### src/lab_psg_dcrm.sv
module lab_psg_dcrm #(
    parameter int W     = 11,
    parameter int SHIFT = 4
) (
    input  logic                clk,
    input  logic                rst,
    input  logic                cen,
    input  logic [W-1:0]        din,
    output logic signed [W-1:0] dout
);

    logic [W-1:0]        avg;
    logic signed [W:0]   diff;
    logic signed [W:0]   step;
    logic signed [W-1:0] diff_sat;

    // one extra bit so the difference never wraps
    assign diff = $signed({1'b0, din}) - $signed({1'b0, avg});
    assign step = diff >>> SHIFT;

    // clip to the signed output range
    always_comb begin
        if (diff[W] != diff[W-1]) begin
            diff_sat = diff[W] ? {1'b1, {(W-1){1'b0}}} : {1'b0, {(W-1){1'b1}}};
        end else begin
            diff_sat = diff[W-1:0];
        end
    end

    always_ff @(posedge clk) begin
        if (rst) begin
            avg  <= '0;
            dout <= '0;
        end else if (cen) begin
            avg  <= avg + step[W-1:0];
            dout <= diff_sat;
        end
    end

endmodule

### config.mk
export PLATFORM = sky130hd
export DESIGN_NAME = lab_psg_dcrm
export DESIGN_NICKNAME = d
export VERILOG_FILES = /design/src/lab_psg_dcrm.sv
export SDC_FILE = /design/constraint.sdc
export NUM_CORES = 1
export LEC_CHECK = 0
export BUFFER_PORTS_ARGS = -buffer_cell sky130_fd_sc_hd__buf_2
export CAP_MARGIN = 20
export CORE_UTILIZATION = 40
export DETAILED_ROUTE_END_ITERATION = 10
export GPL_TIMING_DRIVEN = 0
export SLEW_MARGIN = 0
export SYNTH_ARGS = -nofsm -noshare
export SYNTH_HDL_FRONTEND = slang
export SYNTH_SLANG_ARGS = --single-unit
### constraint.sdc
create_clock -name clk -period 3.6 [get_ports clk]
set_clock_uncertainty 0.2 [all_clocks]
set_input_delay 0.36 -clock clk [delete_from_list [all_inputs] [get_ports clk]]
set_output_delay 0.36 -clock clk [all_outputs]
set_load 0.02 [all_outputs]
Yosys cells after proc, flatten, opt, wreduce, memory -nomap -nowiden
Index checks and enable logic that the tools add are counted.
{"block": "op_classes", "add_sub_neg": 2, "n_eq_ne": 1, "muxes": 2}
{"op": "$mux W11", "n": 2}
{"op": "$sub A11 B11 Y12", "n": 1}
{"op": "$add A11 B11 Y11", "n": 1}
{"op": "$ne A1 B1 Y1", "n": 1}
{"block": "word_totals", "regBits": 22, "inputBits": 14, "out_inout_bits": 11, "word_cells": 7}

Logic depth before layout (Yosys ltp)
{"block": "depth", "word_depth": 3, "mapped_depth": 16, "ltp_nobuf": 16}

Least setup slack after synthesis
Ideal clock, no wire load.
{"block": "synth_path", "path_type": "input port to flip-flop", "start": "input din[3]", "end": "register avg[10]", "setup_ns": 0.071, "arrival_ns": 3.433, "t_required_ns": 3.329, "slack_ns": -0.104, "stages": 15, "n_path_buf": 0, "path_cell_list": "ha_1 -> and3_1 -> o21ai_2 -> nand3_2 -> a311o_1 -> a21oi_1 -> xnor2_1 -> ha_1 -> nand3_1 -> o211ai_1 -> o41ai_1 -> o21ai_0 -> xnor2_1 -> or3_1 -> a21oi_1"}
{"block": "synth_via", "elab_chain_cells": 2}
{"item": "start: declaration", "line_no": "8", "source": "input logic [W-1:0] din,"}
{"item": "$sub A11 B11 Y12", "line_no": "18", "source": "assign diff = $signed({1'b0, din}) - $signed({1'b0, avg});"}
{"item": "$add A11 B11 Y11", "line_no": "35", "source": "avg <= avg + step[W-1:0];"}
{"item": "end signal: assignment", "line_no": "35"}
{"item": "end: declaration", "line_no": "12", "source": "logic [W-1:0] avg;"}
Every way passes these cells.
A chain may end at the register's enable or synchronous reset.

Final worst setup path
{"block": "layout_path", "start": "register avg[2]", "end": "register avg[10]"}
{"block": "layout_via", "elab_chain_cells": 2}
{"item": "$sub A11 B11 Y12", "line_no": "18"}
{"item": "$add A11 B11 Y11 *", "line_no": "35"}
Mark *: on every way between the ends. The rest lies on a longest branch, timed or not.

==> impl_metrics.env <==
export IMPL_via_per_inst=5.212
export IMPL_yosys_top_cells_area="dfxtp_1, ha_1, nor2_1"
export IMPL_outcome="finished with violations"
export IMPL_crit_chain="inv_1 -> ha_4 -> and4_1 -> o21ai_2 -> nand3_2 -> a311o_1 -> a21oi_2 -> xnor2_2 -> ha_1 -> nand3_1 -> o211ai_1 -> o41ai_2 -> o21ai_1 -> xnor2_1 -> or3_1 -> a21oi_2"
export IMPL_switching_share_pct=44.41
export IMPL_drt_antenna_violating_nets=0
export IMPL_power_frac_comb_pct=73.2
export IMPL_drv_slew=0
export IMPL_arrival_ps=3680
export IMPL_crit_top_cell="a21oi_2"
export IMPL_grt_max_degree=14
export IMPL_hold_viol=0
export IMPL_fmaxAchievable_mhz=272.0
export IMPL_cp_end_kind="register"
export IMPL_cts_buffers_inserted=3
export IMPL_period_share_pct=102.1
export IMPL_ios=25
export IMPL_port_buffers=23
export IMPL_utilization_pct=53.83
export IMPL_die_w_um=70.68
export IMPL_powerDensity_nw_per_um2=992.8
export IMPL_drc=6
export IMPL_rows=24
export IMPL_wl_per_cell_um=14.44
export IMPL_htree_levels=1
export IMPL_grt_usage_pct=18.81
export IMPL_p_leak_nw=1.033
export IMPL_max_stage_delay_ps=380
export IMPL_hp_class="primary input to register"
export IMPL_initial_utilization_pct=42.45
export IMPL_violations="DRC, setup timing"
export IMPL_syn_num_nets=259
export IMPL_dp_cells=296
export IMPL_nFillCells=431
export IMPL_vias=1647
export IMPL_required_ps=3600
export IMPL_synth_ff_type="dfxtp_1"
export IMPL_worstSetupPathType="register to register"
export IMPL_peakVddDrop_mv=0.3402
export IMPL_setup_slack_ps=-76.90
export IMPL_synth_top_area_share_pct=23.34
export IMPL_drive_gt1_share_pct=34.85
export IMPL_design_core_area_um2=4444
export IMPL_root_buffer="clkbuf_8"
export IMPL_worstMarginPinSlew_ps=705.8
export IMPL_dr_pass1_iters=7
export IMPL_ys_seq_area_share_pct=23.34
export IMPL_rsz0062_at_grt="yes"
export IMPL_syn_area_um2=1887
export IMPL_grt_pass1_vias=1556
export IMPL_max_cap_violations=0
export IMPL_yosys_warnings=0
export IMPL_insertion_delay_ps=270
export IMPL_syn_inst=221
export IMPL_power_switching_mw=1.055
export IMPL_finalWeightedCongestion=0.8368
export IMPL_power_share_sequential_pct=16.8
export IMPL_ys_types=53
export IMPL_path_max_fanout=5
export IMPL_clockBufferDepth=2
export IMPL_startpoint_type="register"
export IMPL_synthTopCellsByCount="nor2_1, dfxtp_1, ha_1"
export IMPL_stdcell_count=316
export IMPL_diodes=0
export IMPL_drt_initial_drc_count=78
export IMPL_area_growth_pct=26.79
export IMPL_path_clk_slew_ps=90
export IMPL_cts_tree="built"
export IMPL_synthArstFlopShare_pct=0
export IMPL_gr_total_overflow=0
export IMPL_slew_headroom_pct=52.95
export IMPL_timing_hold_ws_ps=224.6
export IMPL_antenna_found_initial=0
export IMPL_dp_hpwl_um=3331
export IMPL_p_int_mw=1.320
export IMPL_setup_viol=1
export IMPL_fp_dieH_um=70.68
export IMPL_synth_edf_count=0
export IMPL_fin_nets=303
export IMPL_avgSynthCellArea_um2=8.538
export IMPL_total_power_mw=2.375
export IMPL_grt_pass1_wl_um=7369
export IMPL_power_share_clock_pct=10.0
export IMPL_routed_wl_um=4563
export IMPL_slowest_stage="dfxtp_2"
export IMPL_synth_top_area_cell="dfxtp_1"
export IMPL_yosysMostFrequentCell="nor2_1"
export IMPL_synth_seq_cells=22
export IMPL_cts_sinks=22
export IMPL_min_period_ps=3677
export IMPL_design_die_area_um2=4996
==> worst paths after layout <==
check / from / end / slack (ps) / cells after the start
worst min register to register: dout[10]$_SDFFE_PP0P_ / dout[10]$_SDFFE_PP0P_ / 290 / 2
worst max-delay path: avg[2]$_SDFFE_PP0P_ / avg[10]$_SDFFE_PP0P_ / -80 / 16
worst min-delay path: rst / avg[9]$_SDFFE_PP0P_ / 220 / 3
worst max register to register: avg[2]$_SDFFE_PP0P_ / avg[10]$_SDFFE_PP0P_ / -80 / 16
==> critical path, delay by kind of cell (launching register included) <==
kind | cells | cell delay (ps)
AOI/OAI and AO/OA | 7 | 1350
adders and majority gates | 2 | 530
xor gates and xnor gates | 2 | 300
DFF | 1 | 380
and+or+nand+nor | 4 | 750
buffers and inverters | 1 | 80
==> repair_timing <==
| action | in CTS | in global routing |
|---|---|---|
| setup buffers | 13 | 3 |
| pin swaps | 15 | 10 |
| gates resized for setup | 24 | 2 |
| hold buffers | 0 | 0 |
| endpoints found under the setup margin | 3 | 4 |
==> flip-flops by register name (all words and copies together), names as in the netlist <==
name  count
avg      11
dout     11
==> layout by cell type, fill, tap and decap left out, types with 2 or more instances in the layout <==
cell and n:
nand2_1 8, a21oi_2 5, o21ai_1 2, ha_1 15
or2_2 2, inv_1 19, mux2i_1 8, nand3_1 2
inv_2 2, dfxtp_1 17, xor2_1 3, o211ai_1 3
nor3_2 4, a21o_1 2, fa_2 2, nor3_1 7
ha_2 2, clkbuf_8 3, o22ai_1 4, buf_2 23
a31oi_1 4, nor2_1 29, buf_4 17, o21ai_0 4
a21oi_1 12, o21a_1 2, clkbuf_1 5, o21bai_1 3
dfxtp_2 4, xnor2_1 11, ha_4 5, o21ai_2 2
nor2b_1 2
==> layer usage <==
metal	wire [um]	vias to the layer above	track usage [%]
met2	2069	20	29.49
met3	152	4	2.279
met4	52	0	6.000
li1	-	867	-
met5	0	-	0
met1	2290	756	26.91
==> logic make-up after synthesis <==
logic type               share of synthesized area, %
buffers and inverters                           5.570
AND/OR/NAND/NOR                                 19.63
AO/OA/AOI/OAI                                   22.35
multiplexers                                    4.973
XOR/XNOR                                        7.427
adder cells (fa/ha/maj)                         16.71
flip-flops                                      23.34
==> final cells by class <==
class / instances / area (um2) / area share, %
multi-input cells: 172 / 1466 / 61.30
clock inverters: 1 / 30.03 / 1.255
flip-flops and latches: 22 / 449.2 / 18.78
well taps: 52 / 65.06 / 2.720
plain buffers: 6 / 26.28 / 1.098
repair buffers: 39 / 235.2 / 9.833
clock buffers: 3 / 41.29 / 1.726
inverters: 21 / 78.83 / 3.295
==> metrics by stage <==
stage / setup slack [ps] / cell area, um2 / TNS, ps
2_1_floorplan: 2.577 / 1894 / 0
3_3_place_gp: -472.6 / 2074 / -644.8
3_5_place_dp: -457.9 / 2074 / -629.1
4_1_cts: 10.39 / 2362 / 0
5_1_grt: -239.9 / 2392 / -422.9
6_report: -76.90 / 2392 / -76.90
==> power by group through the flow <==
stage          clock network (mW)  registers [mW]  logic, mW
3_5_place_dp                    0           0.405       1.42
6_report                    0.237           0.400       1.74
5_1_grt                     0.253           0.410       1.92
3_3_place_gp                    0           0.404       1.41
4_1_cts                     0.244           0.401       1.69
2_1_floorplan                   0           0.429       1.13
(Power assumes the default switching activity.)
