[config.mk]
export PLATFORM = sky130hd
export DESIGN_NAME = lab_sound_mix
export DESIGN_NICKNAME = d
export VERILOG_FILES = /design/src/lab_pkg.sv /design/src/lab_sound_mix.sv
export SDC_FILE = /design/constraint.sdc
export NUM_CORES = 1
export LEC_CHECK = 0
export BUFFER_PORTS_ARGS = -buffer_cell sky130_fd_sc_hd__buf_2
export CORE_UTILIZATION = 55
export DETAILED_ROUTE_END_ITERATION = 16
export PLACE_DENSITY = 0.86
export SYNTH_ARGS = -nofsm -noshare
export SYNTH_HDL_FRONTEND = slang
export SYNTH_SLANG_ARGS = --single-unit
[constraint.sdc]
create_clock -name clk -period 6.15 [get_ports clk]
set_input_delay 0.3075 -clock clk [delete_from_list [all_inputs] [get_ports clk]]
set_output_delay 0.3075 -clock clk [all_outputs]
set_load 0.01 [all_outputs]
[src/lab_pkg.sv]
package lab_pkg;

    // cpu bus types
    typedef logic [15:0] addr_t;
    typedef logic [7:0]  data_t;

    // read data source, one value per mapped region
    typedef enum logic [3:0] {
        sel_none,
        sel_rom,
        sel_ram,
        sel_gfx,
        sel_pal,
        sel_in,
        sel_sys,
        sel_ym,
        sel_prot
    } sel_e;

    // rom and graphics addressing
    localparam int ROM_AW    = 17;
    localparam int GFX_AW    = 14;
    localparam int BANK_W    = 3;
    localparam int BANK_BASE = 2;

    // sub-pages of the 0800-0fff i/o window, from addr[10:8]
    localparam logic [2:0] IO_PAGE_YM0  = 3'd0;
    localparam logic [2:0] IO_PAGE_YM1  = 3'd1;
    localparam logic [2:0] IO_PAGE_IN   = 3'd2;
    localparam logic [2:0] IO_PAGE_SYS  = 3'd3;
    localparam logic [2:0] IO_PAGE_BANK = 3'd4;
    localparam logic [2:0] IO_PAGE_PROT = 3'd5;

    // sound sample widths
    localparam int PSG_W = 10;
    localparam int SND_W = 16;

endpackage
[src/lab_sound_mix.sv]
module lab_sound_mix #(
    parameter logic [7:0] GAIN0 = 8'h10,
    parameter logic [7:0] GAIN1 = 8'h10,
    parameter logic [7:0] GAIN2 = 8'h10,
    parameter int         W2    = 11
) (
    input  logic                              clk,
    input  logic                              rst,
    input  logic                              cen,
    input  logic signed [lab_pkg::SND_W-1:0]  ch0,
    input  logic signed [lab_pkg::SND_W-1:0]  ch1,
    input  logic signed [W2-1:0]              ch2,
    output logic signed [lab_pkg::SND_W-1:0]  snd,
    output logic                              peak
);

    // gains are unsigned 4.4, one sign bit added for the product
    localparam int GW = 9;
    localparam int PW = lab_pkg::SND_W + GW + 2;

    localparam logic signed [PW-1:0] SMAX = PW'((1 << (lab_pkg::SND_W - 1)) - 1);
    localparam logic signed [PW-1:0] SMIN = ~SMAX;

    logic signed [PW-1:0]             p0;
    logic signed [PW-1:0]             p1;
    logic signed [PW-1:0]             p2;
    logic signed [PW-1:0]             sum;
    logic signed [PW-1:0]             scaled;
    logic signed [lab_pkg::SND_W-1:0] sat;
    logic                             clip;

    assign p0 = PW'(ch0) * PW'($signed({1'b0, GAIN0}));
    assign p1 = PW'(ch1) * PW'($signed({1'b0, GAIN1}));
    assign p2 = PW'(ch2) * PW'($signed({1'b0, GAIN2}));

    assign sum    = p0 + p1 + p2;
    // drop the four fraction bits of the gain
    assign scaled = sum >>> 4;

    always_comb begin
        clip = 1'b1;
        if (scaled > SMAX) begin
            sat = SMAX[lab_pkg::SND_W-1:0];
        end else if (scaled < SMIN) begin
            sat = SMIN[lab_pkg::SND_W-1:0];
        end else begin
            sat  = scaled[lab_pkg::SND_W-1:0];
            clip = 1'b0;
        end
    end

    always_ff @(posedge clk) begin
        if (rst) begin
            peak <= 1'b0;
        end else if (cen) begin
            peak <= clip;
        end
        if (cen) begin
            snd <= sat;
        end
    end

endmodule

# Yosys cells after proc, flatten, opt, wreduce, memory -nomap -nowiden
# Index checks and enable logic that the tools add are counted.
# Widths: inputs -> output; s select.
dict set report totals {
  in_bits 46
  reg_bits 17
  wordCells 9
  output_inout_bits 17
}
dict set report op_classes {
  n_mux 3
  add_sub_neg 2
  n_lt_le_gt_ge 2
}
# cell count
set ops {}
lappend ops {{$add 21x15->22} 1}
lappend ops {{$add 20x20->21} 1}
lappend ops {{$gt 18x16->1 const B} 1}
lappend ops {{$lt 18x16->1 const B} 1}
lappend ops {{$mux 16} 1}
lappend ops {{$mux 1} 2}

# Logic depth before layout (Yosys ltp)
dict set report depth {
  depth_word 5
  ltp_mapped 11
  mapped_depth_nobuf 10
}

# Worst setup path after synthesis
# Ideal clock, no wire load.
dict set report synth_path {
  kind {input to register}
  startpoint {input port ch0[1] in the netlist's numbering}
  endpoint {register snd[3] in the netlist's numbering (data pin)}
  setup_ps 263
  path_buffers 1
  arrival_ps 2901
  path_slack_ps 2987
  cell_stages 11
  required_ps 5887
  cell_sequence {fa_1 -> ha_1 -> fa_1 -> a21o_1 -> a221oi_2 -> nor4_1 -> o311ai_2 -> nand3_4 -> o21ai_4 -> buf_6 -> o21ai_0}
}
dict set report synth_via {
  elab_chain_len 4
  word_cells_on_any_way 5
  cone_classes {2 x add/sub; 2 x order compare; 1 x mux}
}
# element line_no
set synth_rtl {}
lappend synth_rtl {{start: declaration} lab_sound_mix.sv:10} ;# input logic signed [lab_pkg::SND_W-1:0] ch0,
lappend synth_rtl {{$add 20x20->21 (*)} lab_sound_mix.sv:36} ;# assign sum = p0 + p1 + p2;
lappend synth_rtl {{$add 21x15->22 (*)} lab_sound_mix.sv:36}
lappend synth_rtl {{$lt 18x16->1} lab_sound_mix.sv:44} ;# end else if (scaled < SMIN) begin
lappend synth_rtl {{$mux 16} lab_sound_mix.sv:44}
lappend synth_rtl {{end signal: assignment} lab_sound_mix.sv:59} ;# snd <= sat;
lappend synth_rtl {{end: declaration} lab_sound_mix.sv:13} ;# output logic signed [lab_pkg::SND_W-1:0] snd,
# Mark *: on every way between the ends. The rest lies on a longest branch, timed or not.
# A chain may end at the register's enable or synchronous reset.

# Worst setup path after layout
# Same ends and word-level chain as after synthesis.

==> metrics.md <==
| Metric | Value |
|---|---|
| Syn nets | 252 |
| Initial drt markers | 55 |
| Number of diodes | 0 |
| Seq/Total Area, Yosys | 27.2% |
| Tcrit/Tclk final | 56.4% |
| Hold WC Path Type | input port to flip-flop |
| Share of power burned in registers | 29.8% |
| CP max stage cell | fa_1 |
| First-pass GRT wire length | 5.44 mm |
| Clock Latency Late Sink | 0.28 ns |
| Layout cells sized above 1 | 34.3% |
| CTS sink cnt | 17 |
| CTS Hold Bufs | 0 |
| Ys flop type | edfxtp_1 |
| Ports | 63 |
| Core footprint | 3130 µm² |
| Remaining Overflow, GRT | 0 |
| Final Max Slew Viols | 0 |
| #FFs+latches synth | 17 |
| CP Max Fanout | 12 |
| Final min period | 3.47 ns |
| NumNets Final | 316 |
| CP cell instances | buf_2, fa_1, ha_1, fa_1, a21o_1, a221oi_2, nor2_1, a211oi_1, a21oi_2, a21oi_2, o21ai_0 |
| Synthesized area | 1840 µm² |
| Grt peak-use layer | met2 |
| Met3 usage | 2.16% |
| Total GRT Usage | 19.9% |
| Worst-path clk slew | 0.08 ns |
| Dpl ws | 2.38 ns |
| Postcts setup bufs | 0 |
| Leakage | 0.968 nW |
| Worst setup SP type | input port |
| Gpl congestion | 0.862 |
| Synth cell types | 41 |
| CP delay by family, top | compound AO/OA/AOI/OAI gates |
| CP startpoint | ch0[1] |
| Switching power | 0.000293 W |
| Routed WL | 3.31 mm |
| Clock network power share | 8.1% |
| Status | finished, final reports clean |
| Int Power | 0.000392 W |
| Kind of critical path | input port to flip-flop |
| Post-DRT Antenna Nets | 0 |
| Routed len/inst | 11.8 µm |
| Logic gate share of total power | 62.1% |
| M2 GR Usage | 36.2% |
| Total CTS buffers | 3 |
| Fin. Hold Viols | 0 |
| Synth Instances | 173 |
| Max clock buf depth | 2 |
| Area grow syn2layout | 19.8% |
| Rows | 20 |
| HPWL after DPL | 2.91 mm |
| Peak supply drop | 0.121 mV |
| Pin count of the biggest net entering global routing | 20 |
| Avg Inst Size Synth | 10.7 µm² |
| Critical path buffer and inverter count | 1 |
| EDFF count, synth | 16 |
| Initial antenna violation count | 0 |
| Drt via density | 5.46 |
| TritonCTS clock tree | yes |
| Starting Density | 58.9% |
| Vias post-DR | 1529 |
| Switching Share | 42.7% |
| Setup TNS | 0 ns |
| RSZ-0062 raised after global routing | no |
| DRC | 0 |
| Tot Pwr | 0.000684 W |
| First-pass iteration count of the detailed router | 4 |
| Async S/R FF share, synth | 0% |
| Critical Path Sink Type | flip-flop |
| # setup viols final | 0 |
| Worst-Margin Slew | 0.561 ns |
| Maxcap violations | 0 |
| DIE AREA | 3590 µm² |
| Clk root buf | clkbuf_4 |
| Max-slew headroom | 62.6% |
| FF-to-FF Start | peak$_SDFFE_PP0P_ |
| Met1 usage | 25.8% |
| Final Util | 70.6% |
| PwrDens | 310 nW/µm² |
| Hold path startpoint | rst |
| H-tree depth | 1 |
| Critical Path RT | 6.16 ns |
| Number of global-route vias before repair | 1306 |
| Die Ht | 59.9 µm |
| Crit path arrival time | 3.48 ns |
| Setup Skew | 0 ns |
| Commonest cells after routing, fill and taps aside | 62 x buf_2, 22 x a21oi_1, 17 x fa_1, 16 x ha_1, 16 x edfxtp_1 |
| Final setup margin | 2.68 ns |
| CTS resizes | 0 |
| Max Fclk | 288 MHz |
| Synthesis Warnings | 0 |
| Hold slack final | 0.204 ns |
| Die X | 59.9 µm |
| Crit path largest cell delay | 0.47 ns |
| Commonest non-fill, non-tap cell in the layout | buf_2 |
| Port Buf Inserts | 62 |
Yosys cell counts (3+ instances only):
master / count / area share [%]
nand3_1: 5 / 1.4
ha_1: 16 / 11
edfxtp_1: 16 / 26
inv_1: 10 / 2.0
xor2_1: 6 / 2.9
o21ai_0: 11 / 3.0
a21o_1: 4 / 1.6
nand2_1: 10 / 2.0
a211oi_1: 4 / 1.6
a21oi_1: 22 / 6.0
nor2_1: 9 / 1.8
xnor2_1: 5 / 2.4
nor3_1: 3 / 0.81
a21oi_2: 4 / 1.9
fa_1: 17 / 18
layer usage:
metal | vias up | share of wire, %
li1 | 768 | -
met1 | 700 | 44
met2 | 58 | 50
met3 | 3 | 5.7
met4 | 0 | 0.64
met5 | - | 0
sequential cells by signal, summed over array words and instances (netlist names):
name,count
snd,16
peak,1
path summary, 6_finish.rpt:
check,endpoint,slack (ns),cells after the start
min reg2reg,peak$_SDFFE_PP0P_,0.54,2
max reg2reg,peak$_SDFFE_PP0P_,5.53,2
max,snd[3]$_SDFFCE_PN1P_,2.68,11
min,peak$_SDFFE_PP0P_,0.20,2
logic make-up after synthesis:
logic type / share of synthesized area (%)
compound gates: 21.5
simple gates: 12.4
fa+ha+maj: 29.3
flops: 27.2
buf+inv: 3.46
xor+xnor: 6.11
power by group through the flow:
stage,Combinational (W),Clock [W],Sequential [W]
final,0.000425,0.0000551,0.000204
after global routing,0.000478,0.0000595,0.000211
after CTS,0.000426,0.0000549,0.000205
after detailed placement,0.000425,0,0.000208
after global placement,0.000414,0,0.000206
after floorplan,0.000294,0,0.000235
through the flow:
stage | cells | instance area (µm²)
6_report | 280 | 2210
5_1_grt | 280 | 2210
4_1_cts | 280 | 2210
3_5_place_dp | 276 | 2180
3_3_place_gp | 276 | 2180
2_1_floorplan | 173 | 1840
final cells by class:
class / instances / area (µm²)
Multi-Input combinational cell: 143 / 1280
Fill cell: 239 / 920
Sequential cell: 17 / 500
Timing Repair Buffer: 62 / 310
Tap cell: 44 / 55.1
Inverter: 10 / 37.5
Clock buffer: 4 / 26.3
No activity file was read; power rests on OpenSTA's default activity.
