<file path="src/lab_pkg.sv">
package lab_pkg;

    // cpu bus types
    typedef logic [15:0] addr_t;
    typedef logic [7:0]  data_t;

    // read data source, one value per mapped region
    typedef enum logic [3:0] {
        sel_none,
        sel_rom,
        sel_ram,
        sel_gfx,
        sel_pal,
        sel_in,
        sel_sys,
        sel_ym,
        sel_prot
    } sel_e;

    // rom and graphics addressing
    localparam int ROM_AW    = 17;
    localparam int GFX_AW    = 14;
    localparam int BANK_W    = 3;
    localparam int BANK_BASE = 2;

    // sub-pages of the 0800-0fff i/o window, from addr[10:8]
    localparam logic [2:0] IO_PAGE_YM0  = 3'd0;
    localparam logic [2:0] IO_PAGE_YM1  = 3'd1;
    localparam logic [2:0] IO_PAGE_IN   = 3'd2;
    localparam logic [2:0] IO_PAGE_SYS  = 3'd3;
    localparam logic [2:0] IO_PAGE_BANK = 3'd4;
    localparam logic [2:0] IO_PAGE_PROT = 3'd5;

    // sound sample widths
    localparam int PSG_W = 10;
    localparam int SND_W = 16;

endpackage
</file>
<file path="src/lab_bus_if.sv">
interface lab_bus_if;

    // cpu side of the bus
    lab_pkg::addr_t addr;
    logic           rnw;
    logic           vma;
    lab_pkg::data_t cpu_dout;

    // read source chosen by the decoder
    lab_pkg::sel_e  sel;

    // address decoder
    modport decoder (
        input  addr,
        input  rnw,
        input  vma,
        input  cpu_dout,
        output sel
    );

    // read data multiplexer
    modport reader (
        input  addr,
        input  sel
    );

endinterface

</file>
<file path="src/lab_read_mux.sv">
module lab_read_mux (
    input  logic            clk,
    lab_bus_if.reader       bus,
    input  lab_pkg::data_t  rom_data,
    input  lab_pkg::data_t  ram_dout,
    input  lab_pkg::data_t  gfx_dout,
    input  lab_pkg::data_t  pal_dout,
    input  lab_pkg::data_t  prot_dout,
    input  lab_pkg::data_t  ym0_dout,
    input  lab_pkg::data_t  ym1_dout,
    input  logic [1:0]      start_button,
    input  logic [1:0]      coin_input,
    input  logic [5:0]      joystick1,
    input  logic [5:0]      joystick2,
    input  logic            service,
    output lab_pkg::data_t  cpu_din
);

    lab_pkg::data_t cabinet;
    lab_pkg::data_t sys_dout;
    lab_pkg::data_t ym_dout;

    // joystick bit order as wired on the cabinet connector
    function automatic lab_pkg::data_t cab_byte(input logic start, input logic [5:0] joy);
        cab_byte = {start, 1'b1, joy[5:4], joy[2], joy[3], joy[0], joy[1]};
    endfunction

    assign sys_dout = {5'b11111, service, coin_input};

    always_ff @(posedge clk) begin
        // player 1 on odd addresses
        cabinet <= bus.addr[0] ? cab_byte(start_button[0], joystick1)
                               : cab_byte(start_button[1], joystick2);
        ym_dout <= (bus.sel == lab_pkg::sel_ym && bus.addr[10:8] == lab_pkg::IO_PAGE_YM0)
                   ? ym0_dout : ym1_dout;
    end

    always_ff @(posedge clk) begin
        case (bus.sel)
            lab_pkg::sel_rom:  cpu_din <= rom_data;
            lab_pkg::sel_ram:  cpu_din <= ram_dout;
            lab_pkg::sel_gfx:  cpu_din <= gfx_dout;
            lab_pkg::sel_in:   cpu_din <= cabinet;
            lab_pkg::sel_ym:   cpu_din <= ym_dout;
            lab_pkg::sel_sys:  cpu_din <= sys_dout;
            lab_pkg::sel_pal:  cpu_din <= pal_dout;
            lab_pkg::sel_prot: cpu_din <= prot_dout;
            // open bus reads high
            default:           cpu_din <= 8'hff;
        endcase
    end

endmodule

</file>
<file path="src/flat_wrapper.sv">
// flat-port wrapper written by rule: the top's interface ports become plain ports
module lab_read_mux_flat 
  (clk, rom_data, ram_dout, gfx_dout, pal_dout, prot_dout, ym0_dout, ym1_dout, start_button, coin_input, joystick1, joystick2, service, cpu_din, bus_addr, bus_sel);
  lab_bus_if bus_i ();
  input  logic clk;
  input  lab_pkg::data_t rom_data;
  input  lab_pkg::data_t ram_dout;
  input  lab_pkg::data_t gfx_dout;
  input  lab_pkg::data_t pal_dout;
  input  lab_pkg::data_t prot_dout;
  input  lab_pkg::data_t ym0_dout;
  input  lab_pkg::data_t ym1_dout;
  input  logic [1:0] start_button;
  input  logic [1:0] coin_input;
  input  logic [5:0] joystick1;
  input  logic [5:0] joystick2;
  input  logic service;
  output lab_pkg::data_t cpu_din;
  input wire logic [$bits(bus_i.addr)-1:0] bus_addr;
  input wire logic [$bits(bus_i.sel)-1:0] bus_sel;
  assign bus_i.addr = bus_addr;
  assign bus_i.sel = bus_sel;
  lab_read_mux u_core (.clk(clk), .bus(bus_i), .rom_data(rom_data), .ram_dout(ram_dout), .gfx_dout(gfx_dout), .pal_dout(pal_dout), .prot_dout(prot_dout), .ym0_dout(ym0_dout), .ym1_dout(ym1_dout), .start_button(start_button), .coin_input(coin_input), .joystick1(joystick1), .joystick2(joystick2), .service(service), .cpu_din(cpu_din));
endmodule
</file>
<file path="config.mk">
export PLATFORM = sky130hd
export DESIGN_NAME = lab_read_mux_flat
export DESIGN_NICKNAME = d
export VERILOG_FILES = /design/src/lab_pkg.sv /design/src/lab_bus_if.sv /design/src/lab_read_mux.sv /design/src/flat_wrapper.sv
export SDC_FILE = /design/constraint.sdc
export NUM_CORES = 1
export LEC_CHECK = 0
export BUFFER_PORTS_ARGS = -buffer_cell sky130_fd_sc_hd__buf_2
export CAP_MARGIN = 20
export CORE_UTILIZATION = 35
export CTS_CLUSTER_DIAMETER = 50
export DETAILED_ROUTE_END_ITERATION = 12
export PLACE_DENSITY = 0.86
export SLEW_MARGIN = 0
export SYNTH_ARGS = -nofsm -noshare
export SYNTH_HDL_FRONTEND = slang
export SYNTH_SLANG_ARGS = --single-unit
</file>
<file path="constraint.sdc">
create_clock -name clk -period 1.9 [get_ports clk]
set_clock_uncertainty 0.05 [all_clocks]
set_input_delay 0.57 -clock clk [delete_from_list [all_inputs] [get_ports clk]]
set_output_delay 0.57 -clock clk [all_outputs]
set_load 0.005 [all_outputs]
</file>
# [Word level (Yosys, flattened, before mapping)]
# Cells that the tools add are included.
[word_totals] in_bits=94 memories=0 ff_bits=24 latch_bits=0 output_inout_bits=8 rom_bits=0 ram_bits=0
[op_classes] n_mul=0 reduce_logical=2 shift=0 n_lt_le_gt_ge=0 bitwise_logic=0 n_eq_ne=8 addsub=0 div=0 muxes=3
[ops] cell="$pmux 8 s8" count=1
[ops] cell="$eq 4x3->1 const B" count=4
[ops] cell="$mux 8" count=2
[ops] cell="$eq 4x2->1 const B" count=2
[ops] cell="$eq 4x1->1 const B" count=1
[ops] cell="$eq 4x4->1 const B" count=1
[ops] cell="$logic_not 3->1" count=1
[ops] cell="$logic_and 1x1->1" count=1

# [Depth between registers and ports, before layout]
[logic_depth] depth_word=3 depth_mapped=7

# [Least setup slack after synthesis]
# No wires, ideal clock.
[synth_path] path_type="input -> register" from="input bus_sel[2]" to="register u_core.cpu_din[4]" setup_slack_ns=0.022 path_buffers=1 cell_stages=5 arrival_time_ns=1.694 t_required_ns=1.716 setup_time_ns=0.134 path_cell_list="buf_6 > or3b_1 > a21oi_1 > nor2_1 > or4_1"
[synth_between] elab_chain_len=2 word_cells_on_any_way=9 cone_classes="8 x eq/ne; 1 x mux"
[synth_lines] element="start: declaration" line_no="flat_wrapper.sv:20" rtl="input wire logic [$bits(bus_i.sel)-1:0] bus_sel;"
[synth_lines] element="$eq 4x4->1 (tied with other cells)" line_no="lab_read_mux.sv:39" rtl="case (bus.sel)"
[synth_lines] element="$pmux 8 s8 *" line_no="lab_read_mux.sv:39"
[synth_lines] element="end signal: assignment" line_no="lab_read_mux.sv:40" rtl="lab_pkg::sel_rom: cpu_din <= rom_data;"
[synth_lines] element="end signal: assignment" line_no="lab_read_mux.sv:41" rtl="lab_pkg::sel_ram: cpu_din <= ram_dout;"
[synth_lines] element="end signal: assignment" line_no="lab_read_mux.sv:42" rtl="lab_pkg::sel_gfx: cpu_din <= gfx_dout;"
[synth_lines] element="end: declaration" line_no="lab_read_mux.sv:16" rtl="output lab_pkg::data_t cpu_din"
# Every way passes the cells marked *; elsewhere a longest branch is shown, timed or not.

# [Final worst setup path]
# Ends and elaborated chain as after synthesis.

==> out/qor.txt <==
Run status = finished clean
Worst Setup Path Type = input pin to flop
Pwr/cell area = 576 nW/um2
Highest fanout seen on the critical path = 20
Hold buffer count at cts = 0
Reg2reg start = u_core.ym_dout[6]
Leading cell type in the layout, fill and taps excluded = sky130_fd_sc_hd__buf_2
X dimension of the die = 63.0 um
Synthesis-stage register bit count = 23
Yosys cell types = 38
WP data required = 1.99 ns
Sequential share of the synthesized area = 35.3%
Worst Hold Launch = joystick2[2]
Clock edge transition at the registers on the reported setup and hold paths = 0.08 ns
Overall Power = 1090 uW
Ys Warns = 0
Worst reg2reg setup slack = 0.65 ns
Reported max-cap violation count = 0
Final Instance Area = 1900 um2
Post-route fraction of the period consumed by the critical path = 88.8%
Final setup vio count = 0
Worst reg2reg path endpoint = u_core.cpu_din[6]
Root Driver = sky130_fd_sc_hd__clkbuf_8
Wirelength per Cell = 12.4 um
CTS-repair resized insts = 0
Unrepaired setup endpoints after global routing = false
Number of placement rows = 21
Number of global-route vias before repair = 1296
Number of enable-type register cells in the synthesized netlist = 0
Mean Syn Cell Area = 9.45 um2
Routed vias/inst = 5.00
CTS tree = yes
Switching Power = 265 uW
Max Freq = 593 MHz
Detailed Routing Iterations Pass 1 = 4
Syn nets = 232
Core occupancy in the finished layout = 55.1%
Sw frac = 24.3%
Cell depth of the worst flop-to-flop path = 3
Final worst path period need = 1.69 ns
Hold Path Stages = 2
Wire length of the first global-routing pass = 5390 um
Dpl cell area = 1850 um2
Core outline area = 3440 um2
Routed Antenna Nets = 0
Data arrival at the endpoint of the critical path = 1.77 ns
Total Nets Final = 329
Worst voltage drop across the vdd grid = 0.304 mV
Number of DRC markers after the initial detailed-route iteration = 34
Pin count of the biggest net entering global routing = 21
Share of layout cells above drive strength 1 = 53.8%
Async set-reset flop share out of synthesis = 0%
Worst rel slew slack = 77.3%
Flip-flop cell with the highest count after synthesis = sky130_fd_sc_hd__dfxtp_1
Number of CTS-inserted buffers = 3
Total die area = 3970 um2
DRC errors left = 0
Total overflow reported by the global router = 0
Max-slew violation count = 0
Share of power burned in registers = 48.5%
Number of antenna violations at the first check in global routing = 0
Area taken by flip-flops and latches = 460 um2
Sum of routed wire length over all layers = 3480 um
Total number of vias = 1401
Part of the power in combinational logic = 24.3%
Final antenna diode count = 0
Placer Congestion = 0.798
Clk sinks = 23
All-layer global routing usage = 17.2%
HP Class = input pin to flop
Fin Setup TNS = 0 ns
Filler cell count in the final layout = 321
Nature of the critical path startpoint = input pin
Initial Utilization = 37.9%
Internal power = 827 uW
Post-synthesis instance area = 1300 um2
Hold Fails Final Rpt = 0
Number of I/O pins = 102
Die height = 63.0 um
Multi-input gate area = 781 um2
Leakage Power = 0.000897 uW
Area growth from synthesis to layout = 45.6%
Buffer levels on the longest clock path = 2
Type of element capturing the critical path = flop
Clock latency at the later pin of the worst-skew pair = 0.26 ns
End point of the worst hold path = u_core.cabinet[3]
H-tree depth reported by CTS = 1
Actual slew at the worst max-slew pin = 0.331 ns
Post-detail-place hpwl = 2850 um
Post-CTS Setup Repair Bufs = 0
Port buffer count = 89
Number of instances in the synthesized netlist = 138
Clock power frac = 27.3%
Top library cells by usage in the layout, fill and taps aside = 89 x sky130_fd_sc_hd__buf_2, 23 x sky130_fd_sc_hd__dfxtp_1, 18 x sky130_fd_sc_hd__mux2_2
[kinds of logic (layout without fill, tap and decap cells)]
logic type	Yosys count	in the layout	share of synthesized area [%]
flops	23	23	35.3
mux	28	28	24.2
buf+inv	12	108	4.80
simple gates	43	43	18.3
compound gates	32	32	17.4
[stage by stage]
step	setup WS, ns	cells	hold slack [ns]
global route	0.123	280	0.476
finish	0.213	280	0.477
floorplan	0.0215	138	0.494
global placement	-0.0560	276	0.540
CTS	0.214	280	0.475
detailed placement	-0.0642	276	0.540
[power by group through the flow]
stage / clock (uW) / combinational [uW] / sequential [uW]
2_1_floorplan: 0 / 132 / 542
3_3_place_gp: 0 / 261 / 540
3_5_place_dp: 0 / 266 / 541
4_1_cts: 308 / 268 / 530
5_1_grt: 328 / 294 / 533
6_report: 298 / 265 / 530
[synth_stat cells, types with 4 or more instances]
library cell               count  area [um2]
sky130_fd_sc_hd__nor2b_1       5        31.3
sky130_fd_sc_hd__nor2_1        6        22.5
sky130_fd_sc_hd__mux2_2       18         203
sky130_fd_sc_hd__mux2i_1       9        90.1
sky130_fd_sc_hd__buf_2         5        25.0
sky130_fd_sc_hd__nor3_1        7        35.0
sky130_fd_sc_hd__o21ai_0       8        40.0
sky130_fd_sc_hd__nor3b_1       4        30.0
sky130_fd_sc_hd__clkbuf_1      4        15.0
sky130_fd_sc_hd__a22oi_1       4        30.0
sky130_fd_sc_hd__nand2_1       7        26.3
sky130_fd_sc_hd__dfxtp_1      23         460
[how the worst max path moves through the flow]
| stage | startpoint | end | slack (ns) | cells after the start |
|---|---|---|---|---|
| 3_3_place_gp | bus_sel[2] | u_core.cpu_din[4] | -0.06 | 5 |
| 5_1_grt | bus_sel[2] | u_core.cpu_din[4] | 0.12 | 6 |
| 4_1_cts | bus_sel[2] | u_core.cpu_din[7] | 0.21 | 6 |
| 2_1_floorplan | bus_sel[2] | u_core.cpu_din[4] | 0.02 | 5 |
| 6_report | bus_sel[2] | u_core.cpu_din[4] | 0.21 | 6 |
| 3_5_place_dp | bus_sel[2] | u_core.cpu_din[7] | -0.06 | 6 |
[metal layers]
| layer | wire [um] | track usage (%) | up-vias |
|---|---|---|---|
| met4 | 76 | 7.56 | 0 |
| met5 | 0 | 0 | - |
| met1 | 1440 | 19.5 | 627 |
| met3 | 235 | 3.65 | 6 |
| li1 | - | - | 707 |
| met2 | 1720 | 30.6 | 61 |
[cell type report]
cell class | instances | area share (%)
Tap cell | 46 | 3.03
Multi-Input combinational cell | 103 | 41.1
Sequential cell | 23 | 24.3
Inverter | 1 | 0.198
Timing Repair Buffer | 103 | 29.0
Clock buffer | 4 | 2.37
[flip-flops by register name, indices dropped and copies added, names as in the netlist]
register,flops
u_core.ym_dout,8
u_core.cpu_din,8
u_core.cabinet,7
[critical path, cell delays in order]
cell	delay [ns]
sky130_fd_sc_hd__buf_2	0.15
sky130_fd_sc_hd__buf_4	0.26
sky130_fd_sc_hd__nor3_1	0.09
sky130_fd_sc_hd__and2_1	0.19
sky130_fd_sc_hd__o2bb2ai_1	0.13
sky130_fd_sc_hd__or4_1	0.38
(Power assumes the default switching activity.)
