==> config.mk <==
export PLATFORM = sky130hd
export DESIGN_NAME = lab_decode_flat
export DESIGN_NICKNAME = d
export VERILOG_FILES = /design/src/lab_pkg.sv /design/src/lab_bus_if.sv /design/src/lab_decode.sv /design/src/flat_wrapper.sv
export SDC_FILE = /design/constraint.sdc
export NUM_CORES = 1
export LEC_CHECK = 0
export BUFFER_PORTS_ARGS = -buffer_cell sky130_fd_sc_hd__buf_4
export CAP_MARGIN = 20
export CORE_MARGIN = 2
export CORE_UTILIZATION = 39
export DETAILED_ROUTE_END_ITERATION = 10
export PLACE_DENSITY = 0.89
export SETUP_SLACK_MARGIN = 0.5
export SLEW_MARGIN = 10
export SYNTH_ARGS = -nofsm -noshare
export SYNTH_HDL_FRONTEND = slang
export SYNTH_SLANG_ARGS = --single-unit
==> constraint.sdc <==
create_clock -name clk -period 2.3 [get_ports clk]
set_input_delay 0.23 -clock clk [delete_from_list [all_inputs] [get_ports clk]]
set_output_delay 0.23 -clock clk [all_outputs]
set_load 0.01 [all_outputs]
==> src/lab_pkg.sv <==
package lab_pkg;

    // cpu bus types
    typedef logic [15:0] addr_t;
    typedef logic [7:0]  data_t;

    // read data source, one value per mapped region
    typedef enum logic [3:0] {
        sel_none,
        sel_rom,
        sel_ram,
        sel_gfx,
        sel_pal,
        sel_in,
        sel_sys,
        sel_ym,
        sel_prot
    } sel_e;

    // rom and graphics addressing
    localparam int ROM_AW    = 17;
    localparam int GFX_AW    = 14;
    localparam int BANK_W    = 3;
    localparam int BANK_BASE = 2;

    // sub-pages of the 0800-0fff i/o window, from addr[10:8]
    localparam logic [2:0] IO_PAGE_YM0  = 3'd0;
    localparam logic [2:0] IO_PAGE_YM1  = 3'd1;
    localparam logic [2:0] IO_PAGE_IN   = 3'd2;
    localparam logic [2:0] IO_PAGE_SYS  = 3'd3;
    localparam logic [2:0] IO_PAGE_BANK = 3'd4;
    localparam logic [2:0] IO_PAGE_PROT = 3'd5;

    // sound sample widths
    localparam int PSG_W = 10;
    localparam int SND_W = 16;

endpackage
==> src/lab_bus_if.sv <==
interface lab_bus_if;

    // cpu side of the bus
    lab_pkg::addr_t addr;
    logic           rnw;
    logic           vma;
    lab_pkg::data_t cpu_dout;

    // read source chosen by the decoder
    lab_pkg::sel_e  sel;

    // address decoder
    modport decoder (
        input  addr,
        input  rnw,
        input  vma,
        input  cpu_dout,
        output sel
    );

    // read data multiplexer
    modport reader (
        input  addr,
        input  sel
    );

endinterface

==> src/lab_decode.sv <==
module lab_decode (
    input  logic                        clk,
    input  logic                        rst,
    input  logic                        cpu_cen,
    lab_bus_if.decoder                  bus,
    output logic                        rom_cs,
    output logic                        ram_cs,
    output logic                        pal_cs,
    output logic                        ym0_cs,
    output logic                        ym1_cs,
    output logic                        prot_cs,
    output logic [lab_pkg::ROM_AW-1:0]  rom_addr,
    output logic                        gfx_cs,
    output logic [lab_pkg::GFX_AW-1:0]  gfx_addr,
    input  logic                        gfx_irqn,
    input  logic                        dip_pause,
    input  logic                        irq_ack,
    output logic                        irq_n
);

    logic                        io_win;
    logic                        pre_gfx;
    logic                        pre_cfg;
    logic                        in_cs;
    logic                        sys_cs;
    logic                        bank_cs;
    logic [lab_pkg::BANK_W-1:0]  bank;
    logic [lab_pkg::BANK_W-1:0]  page;
    logic                        irq_trig;
    logic                        irq_trig_l;

    // memory regions
    assign rom_cs  = (bus.addr[15:14] != 2'b00) && bus.rnw && bus.vma;
    assign ram_cs  = bus.addr[15:11] == 5'b00011;
    assign pal_cs  = bus.addr[15:11] == 5'b00010;
    assign pre_gfx = bus.addr[15:13] == 3'b001;
    assign pre_cfg = bus.addr[15:8] == 8'h00;

    // i/o window at 0800-0fff, sub-page in addr[10:8]
    assign io_win  = bus.addr[15:11] == 5'b00001;
    assign ym0_cs  = io_win && bus.addr[10:8] == lab_pkg::IO_PAGE_YM0;
    assign ym1_cs  = io_win && bus.addr[10:8] == lab_pkg::IO_PAGE_YM1;
    assign in_cs   = io_win && bus.addr[10:8] == lab_pkg::IO_PAGE_IN && bus.rnw;
    assign sys_cs  = io_win && bus.addr[10:8] == lab_pkg::IO_PAGE_SYS && bus.rnw;
    assign bank_cs = io_win && bus.addr[10:8] == lab_pkg::IO_PAGE_BANK && !bus.rnw;
    assign prot_cs = io_win && bus.addr[10:8] == lab_pkg::IO_PAGE_PROT;

    // read priority follows the original board
    always_comb begin
        if (rom_cs)                bus.sel = lab_pkg::sel_rom;
        else if (ram_cs)           bus.sel = lab_pkg::sel_ram;
        else if (pre_gfx|pre_cfg)  bus.sel = lab_pkg::sel_gfx;
        else if (in_cs)            bus.sel = lab_pkg::sel_in;
        else if (ym0_cs || ym1_cs) bus.sel = lab_pkg::sel_ym;
        else if (sys_cs)           bus.sel = lab_pkg::sel_sys;
        else if (pal_cs)           bus.sel = lab_pkg::sel_pal;
        else if (prot_cs)          bus.sel = lab_pkg::sel_prot;
        else                       bus.sel = lab_pkg::sel_none;
    end

    // paged rom at 4000-7fff, fixed rom above 8000
    assign page     = bank + lab_pkg::BANK_W'(lab_pkg::BANK_BASE);
    assign rom_addr = bus.addr[15] ? {{(lab_pkg::ROM_AW-15){1'b0}}, bus.addr[14:0]}
                                   : {page, bus.addr[13:0]};

    always_ff @(posedge clk) begin
        if (rst) begin
            bank <= '0;
        end else if (cpu_cen && bank_cs) begin
            bank <= bus.cpu_dout[lab_pkg::BANK_W-1:0];
        end
    end

    // graphics select and address, one clk behind the bus
    always_ff @(posedge clk) begin
        if (rst) begin
            gfx_cs <= 1'b0;
        end else begin
            gfx_cs <= pre_gfx | pre_cfg;
        end
        gfx_addr <= {pre_gfx, ~bus.addr[12] & pre_gfx, bus.addr[11:0]};
    end

    // vblank interrupt, set on the rising edge of the trigger
    assign irq_trig = ~gfx_irqn & dip_pause;

    always_ff @(posedge clk) begin
        if (rst) begin
            irq_trig_l <= 1'b0;
            irq_n      <= 1'b1;
        end else begin
            irq_trig_l <= irq_trig;
            // acknowledge has priority over a new edge
            if (irq_ack) begin
                irq_n <= 1'b1;
            end else if (irq_trig && !irq_trig_l) begin
                irq_n <= 1'b0;
            end
        end
    end

endmodule

==> src/flat_wrapper.sv <==
// flat-port wrapper written by rule: the top's interface ports become plain ports
module lab_decode_flat 
  (clk, rst, cpu_cen, rom_cs, ram_cs, pal_cs, ym0_cs, ym1_cs, prot_cs, rom_addr, gfx_cs, gfx_addr, gfx_irqn, dip_pause, irq_ack, irq_n, bus_addr, bus_rnw, bus_vma, bus_cpu_dout, bus_sel);
  lab_bus_if bus_i ();
  input  logic clk;
  input  logic rst;
  input  logic cpu_cen;
  output logic rom_cs;
  output logic ram_cs;
  output logic pal_cs;
  output logic ym0_cs;
  output logic ym1_cs;
  output logic prot_cs;
  output logic [lab_pkg::ROM_AW-1:0] rom_addr;
  output logic gfx_cs;
  output logic [lab_pkg::GFX_AW-1:0] gfx_addr;
  input  logic gfx_irqn;
  input  logic dip_pause;
  input  logic irq_ack;
  output logic irq_n;
  input wire logic [$bits(bus_i.addr)-1:0] bus_addr;
  input wire logic [$bits(bus_i.rnw)-1:0] bus_rnw;
  input wire logic [$bits(bus_i.vma)-1:0] bus_vma;
  input wire logic [$bits(bus_i.cpu_dout)-1:0] bus_cpu_dout;
  output wire logic [$bits(bus_i.sel)-1:0] bus_sel;
  assign bus_i.addr = bus_addr;
  assign bus_i.rnw = bus_rnw;
  assign bus_i.vma = bus_vma;
  assign bus_i.cpu_dout = bus_cpu_dout;
  assign bus_sel = bus_i.sel;
  lab_decode u_core (.clk(clk), .rst(rst), .cpu_cen(cpu_cen), .bus(bus_i), .rom_cs(rom_cs), .ram_cs(ram_cs), .pal_cs(pal_cs), .ym0_cs(ym0_cs), .ym1_cs(ym1_cs), .prot_cs(prot_cs), .rom_addr(rom_addr), .gfx_cs(gfx_cs), .gfx_addr(gfx_addr), .gfx_irqn(gfx_irqn), .dip_pause(dip_pause), .irq_ack(irq_ack), .irq_n(irq_n));
endmodule
After elaboration in Yosys (flattened, before gate mapping)
Cells that the tools add are included.
- register bits after elaboration: 20
- output and inout port bits: 43
- bits of input ports: 32
- equality and inequality tests: 9
- reduce and logical (&&, ||, !) cells: 20
- add/subtract/negate cells: 1
- bitwise logic cells: 5
- muxes and demuxes: 9
- operators with widths (cell ; count):
    4-bit two-way mux ; 8
    17-bit two-way mux ; 1
    1-bit logical AND ; 13
    5-bit by 2-bit == test with 1-bit output, second input constant ; 2
    8-bit zero test ; 1
    3-bit by 1-bit == test with 1-bit output, second input constant ; 2
    3-bit by 2-bit == test with 1-bit output, second input constant ; 2
    3-bit == test, second input constant ; 2
    5-bit by 1-bit == test with 1-bit output, second input constant ; 1
    3-bit by 2-bit adder with 3-bit output, second input constant ; 1
    3-bit zero test ; 1
    1-bit AND ; 2
    1-bit zero test ; 2
    1-bit inverter ; 2
    2-bit nonzero test ; 1
    2-bit OR reduction ; 1
    1-bit logical OR ; 1
    1-bit bitwise OR ; 1

Longest topological paths before layout
- depth after elaboration: 10
- depth in mapped cells: 4
- mapped depth without buffers: 3

Worst setup path after synthesis
Ideal clock, no wire load.
- path type: input -> output
- from: in bus_addr[14]
- to: out bus_sel[2]
- setup slack: 932 ps
- data arrival time: 1138 ps
- cell stages on the path: 4
- required time: 2070 ps
- path through: or2_1 -> buf_2 -> nor4b_2 -> o21bai_1
- RTL lines (item ; RTL line ; text):
    start: declaration ; flat_wrapper.sv:21 ; input wire logic [$bits(bus_i.addr)-1:0] bus_addr;
    5-bit by 2-bit == test with 1-bit output ; lab_decode.sv:35 ; assign pal_cs = bus.addr[15:11] == 5'b00010;
    net pal_cs ; flat_wrapper.sv:10 ; output logic pal_cs;
    4-bit two-way mux ; lab_decode.sv:56 ; else if (pal_cs) bus.sel = lab_pkg::sel_pal;
    4-bit two-way mux ; lab_decode.sv:55 ; else if (sys_cs) bus.sel = lab_pkg::sel_sys;
    4-bit two-way mux ; lab_decode.sv:54 ; else if (ym0_cs || ym1_cs) bus.sel = lab_pkg::sel_ym;
    4-bit two-way mux ; lab_decode.sv:53 ; else if (in_cs) bus.sel = lab_pkg::sel_in;
    4-bit two-way mux ; lab_decode.sv:52 ; else if (pre_gfx|pre_cfg) bus.sel = lab_pkg::sel_gfx;
    4-bit two-way mux ; lab_decode.sv:51 ; else if (ram_cs) bus.sel = lab_pkg::sel_ram;
    4-bit two-way mux ; lab_decode.sv:50 ; if (rom_cs) bus.sel = lab_pkg::sel_rom;
    end: declaration ; flat_wrapper.sv:25 ; output wire logic [$bits(bus_i.sel)-1:0] bus_sel;
The timed path passes the listed nets, and every way through them passes these cells.

Worst setup path after layout
- from: in bus_addr[13]
- to: out bus_sel[0]
- cells in the longest elaborated chain, start to end: 9
- ends and longest elaborated chain (item ; RTL line ; text):
    5-bit by 1-bit == test with 1-bit output ; lab_decode.sv:40 ; assign io_win = bus.addr[15:11] == 5'b00001;
    1-bit logical AND (2 in series) ; lab_decode.sv:44 ; assign sys_cs = io_win && bus.addr[10:8] == lab_pkg::IO_PAGE_SYS && bus.rnw;
    4-bit two-way mux ; lab_decode.sv:55 ;
    4-bit two-way mux ; lab_decode.sv:54 ;
    4-bit two-way mux ; lab_decode.sv:53 ;
    4-bit two-way mux ; lab_decode.sv:52 ;
    4-bit two-way mux (*) ; lab_decode.sv:51 ;
    4-bit two-way mux (*) ; lab_decode.sv:50 ;
Every way passes the cells marked *; elsewhere a longest branch is shown, timed or not.

==> impl_metrics.csv <==
group,metric,value,unit
worst_setup_path,path_cells,"buf_4 > nor4b_4 > nand2_1 > o221ai_1 > buf_4",
timing,tightestPinTransition,383.0,ps
power,p_per_area,535.6,mW/mm2
cts,tritoncts_num_sinks,20,
global_route,grt_pass1_vias,708,
timing,holdWs,41.27,ps
worst_setup_path,crit_top_cell,"buf_4",
cts,clk_latency,290,ps
final_layout,syn2layout_area_growth,55.79,%
worst_setup_path,r2r_start,"u_core.bank[1]",
synth,yosysSeqAreaShare,47.48,%
worst_setup_path,r2r_end,"u_core.bank[1]",
worst_hold_path,hold_end,"u_core.gfx_addr[3]",
global_route,grt_pass1_wl,3098,um
worst_setup_path,crit_required,2070,ps
worst_hold_path,holdPathStages,1,
final_layout,multi_input_area,310.3,um2
synth,synth_top_area_share,47.48,%
final_layout,antenna-diode-count,0,
timing,relSlewSlack,74.36,%
run,drv_cap,0,
global_route,grt_max_degree,12,
floorplanning,initial_utilization,42.13,%
place,place_ws,791.6,ps
route,final_antenna_net_count,0,
worst_setup_path,rrSetupSlack,1680,ps
worst_setup_path,slowest_delay,420,ps
timing,finalClockSkew,0.1842,ps
floorplanning,io_pins,75,
worst_setup_path,crit_family,"simple AND/OR/NAND/NOR gates",
synth,synth.distinct_cells,25,
worst_setup_path,rr_worst_depth,2,
place,gp_congestion,0.7700,
global_route,grtUsageTotal,16.38,%
timing,setup-violations-final,0,
final_layout,num-fill-cells,168,
power,finalPower,0.7037,mW
synth,synth.most_common_cell,"dfxtp_1",
floorplanning,coreArea,0.002002,mm2
global_route,grt-ovfl-total,0,
worst_hold_path,hold_start,"bus_addr[3]",
synth,synth_nets,115,
timing,worst_slack,775.2,ps
route,vias,773,
worst_hold_path,worst_hold_path_type,"primary input to register",
cts,cts_root_buf,"clkbuf_4",
synth,synth-seq-cells,20,
route,drtPass1Iterations,4,
synth,synthTopCellsByCount,"20 x dfxtp_1, 15 x buf_4, 7 x nor2_1, 6 x nand2b_1, 4 x inv_1",
cts,postCtsSetupBuffers,0,
route,routed_via_density,4.629,
synth,synthesis.area,843.3,um2
floorplanning,rows,16,
synth,syn_area_per_cell,10.16,um2
final_layout,final_util,65.63,%
global_route,antenna_found_initial,0,
route,totalWireLength,2015,um
cts,cts_htree_levels,1,
worst_setup_path,cp_slowest_cell,"nor4b_4",
final_layout,ff_latch_area,400.4,um2
worst_setup_path,worst_setup_path_end_kind,"output port",
timing,rsz0062_at_grt,"no",
timing,timing.final.crit_share,66.29,%
run_status,status,"completed",
synth,synthArstFlopShare,0,%
cts,hold_buffers,0,
final_layout,drive_gt1_share,54.29,%
cts,cts_tree,"built",
synth,ys_top_cells_by_area,"dfxtp_1 47%, buf_4 13%, nand2b_1 4.5%",
cts,numCtsBuffers,3,
power,ir_drop,0.3232,mV
worst_setup_path,path_class,"primary input to output port",
route,first_iter_violations,7,
floorplanning,die_x,50.50,um
synth,synth_edf_count,0,
timing,layout_min_cycle_time,1525,ps
place,io_buffers,69,
timing,final_max_slew_viol_count,0,
synth,synth_flop_cell,"dfxtp_1",
worst_setup_path,critPathArrivalTime,1290,ps
timing,finalHoldViolCount,0,
cts,clk_pin_slew,110,ps
route,wl_per_cell,12.07,um
route,drc,0,
timing,finalSetupTns,0,ps
worst_setup_path,path_max_fanout,7,
worst_setup_path,crit_path_start_kind,"primary input",
floorplanning,dieHeight,50.50,um
worst_setup_path,path_buf_inv,2,
synth,synth_warnings,0,
cts,clockBufferDepth,2,
final_layout,nets,173,
cts,post_cts_resized,0,
place,dp_hpwl,1608,um
floorplanning,die_area,0.002550,mm2
timing,fmax,655.8,MHz
synth,synth_top_area_cell,"dfxtp_1",
synth,synthCells,83,
power,leakage,0.6516,nW
==> layout make-up <==
| cell class | count | share of cell area (%) |
|---|---|---|
| sequential | 20 | 30.48 |
| clock buffer | 4 | 2.762 |
| timing repair buffer | 69 | 39.43 |
| inverter | 4 | 1.143 |
| tap | 27 | 2.571 |
| multi-input combinational | 43 | 23.62 |
==> cells in the final DEF (no fill, tap or decap), types with 2 or more instances in the layout <==
cell / count
mux2i_1: 3
o21bai_1: 3
nand2b_1: 6
nor2b_1: 2
clkbuf_4: 3
a21boi_0: 2
buf_4: 69
inv_1: 4
dfxtp_1: 20
nor2_1: 7
and4_1: 3
nor3b_1: 2
nor3_1: 3
==> worst max path at each step <==
stage	from	end	slack, ps	cells after the start
3_5_place_dp	bus_addr[13]	bus_sel[0]	790	5
6_report	bus_addr[13]	bus_sel[0]	780	5
2_1_floorplan	bus_addr[14]	bus_sel[2]	930	4
3_3_place_gp	bus_addr[13]	bus_sel[0]	840	5
5_1_grt	bus_addr[13]	bus_sel[2]	710	5
4_1_cts	bus_addr[13]	bus_sel[0]	790	5
==> power breakdown <==
group / total, mW / switching, mW / internal (mW)
registers: 0.364 / 0.00358 / 0.360
clock network: 0.199 / 0.103 / 0.0964
logic: 0.141 / 0.0610 / 0.0797
total: 0.704 / 0.167 / 0.537
==> stage by stage <==
step / instances / area, um2
after CTS: 167 / 1314
after floorplan: 83 / 843.3
after global placement: 163 / 1277
after global routing: 167 / 1314
final: 167 / 1314
after detailed placement: 163 / 1277
==> registers in the layout (all words and copies together), names as in the netlist <==
name / flops
u_core.gfx_addr: 14
u_core.bank: 3
u_core.irq_n: 1
u_core.irq_trig_l: 1
u_core.gfx_cs: 1
==> cell families (layout without fill, tap and decap cells) <==
group           after synthesis  after routing  share of synthesized area [%]
flops                        20             20                          47.48
mux                           4              4                          4.896
buf+inv                      20             77                          15.73
simple gates                 30             30                          23.59
xor+xnor                      1              1                          1.039
compound gates                8              8                          7.270
==> per-layer routing <==
metal  GRT usage (%)  share of wire [%]  up-vias
met5               0                  0        -
met1           16.57                 36      343
li1                -                  -      380
met4           9.910                1.3        0
met2           30.04                 52       48
met3           3.869                 11        2
==> worst register-to-register path: stages, from the launching register on <==
cell and delay, ps:
dfxtp_1 380, nand2b_1 70, mux2i_1 110
Power figures use the tool's default switching activity.
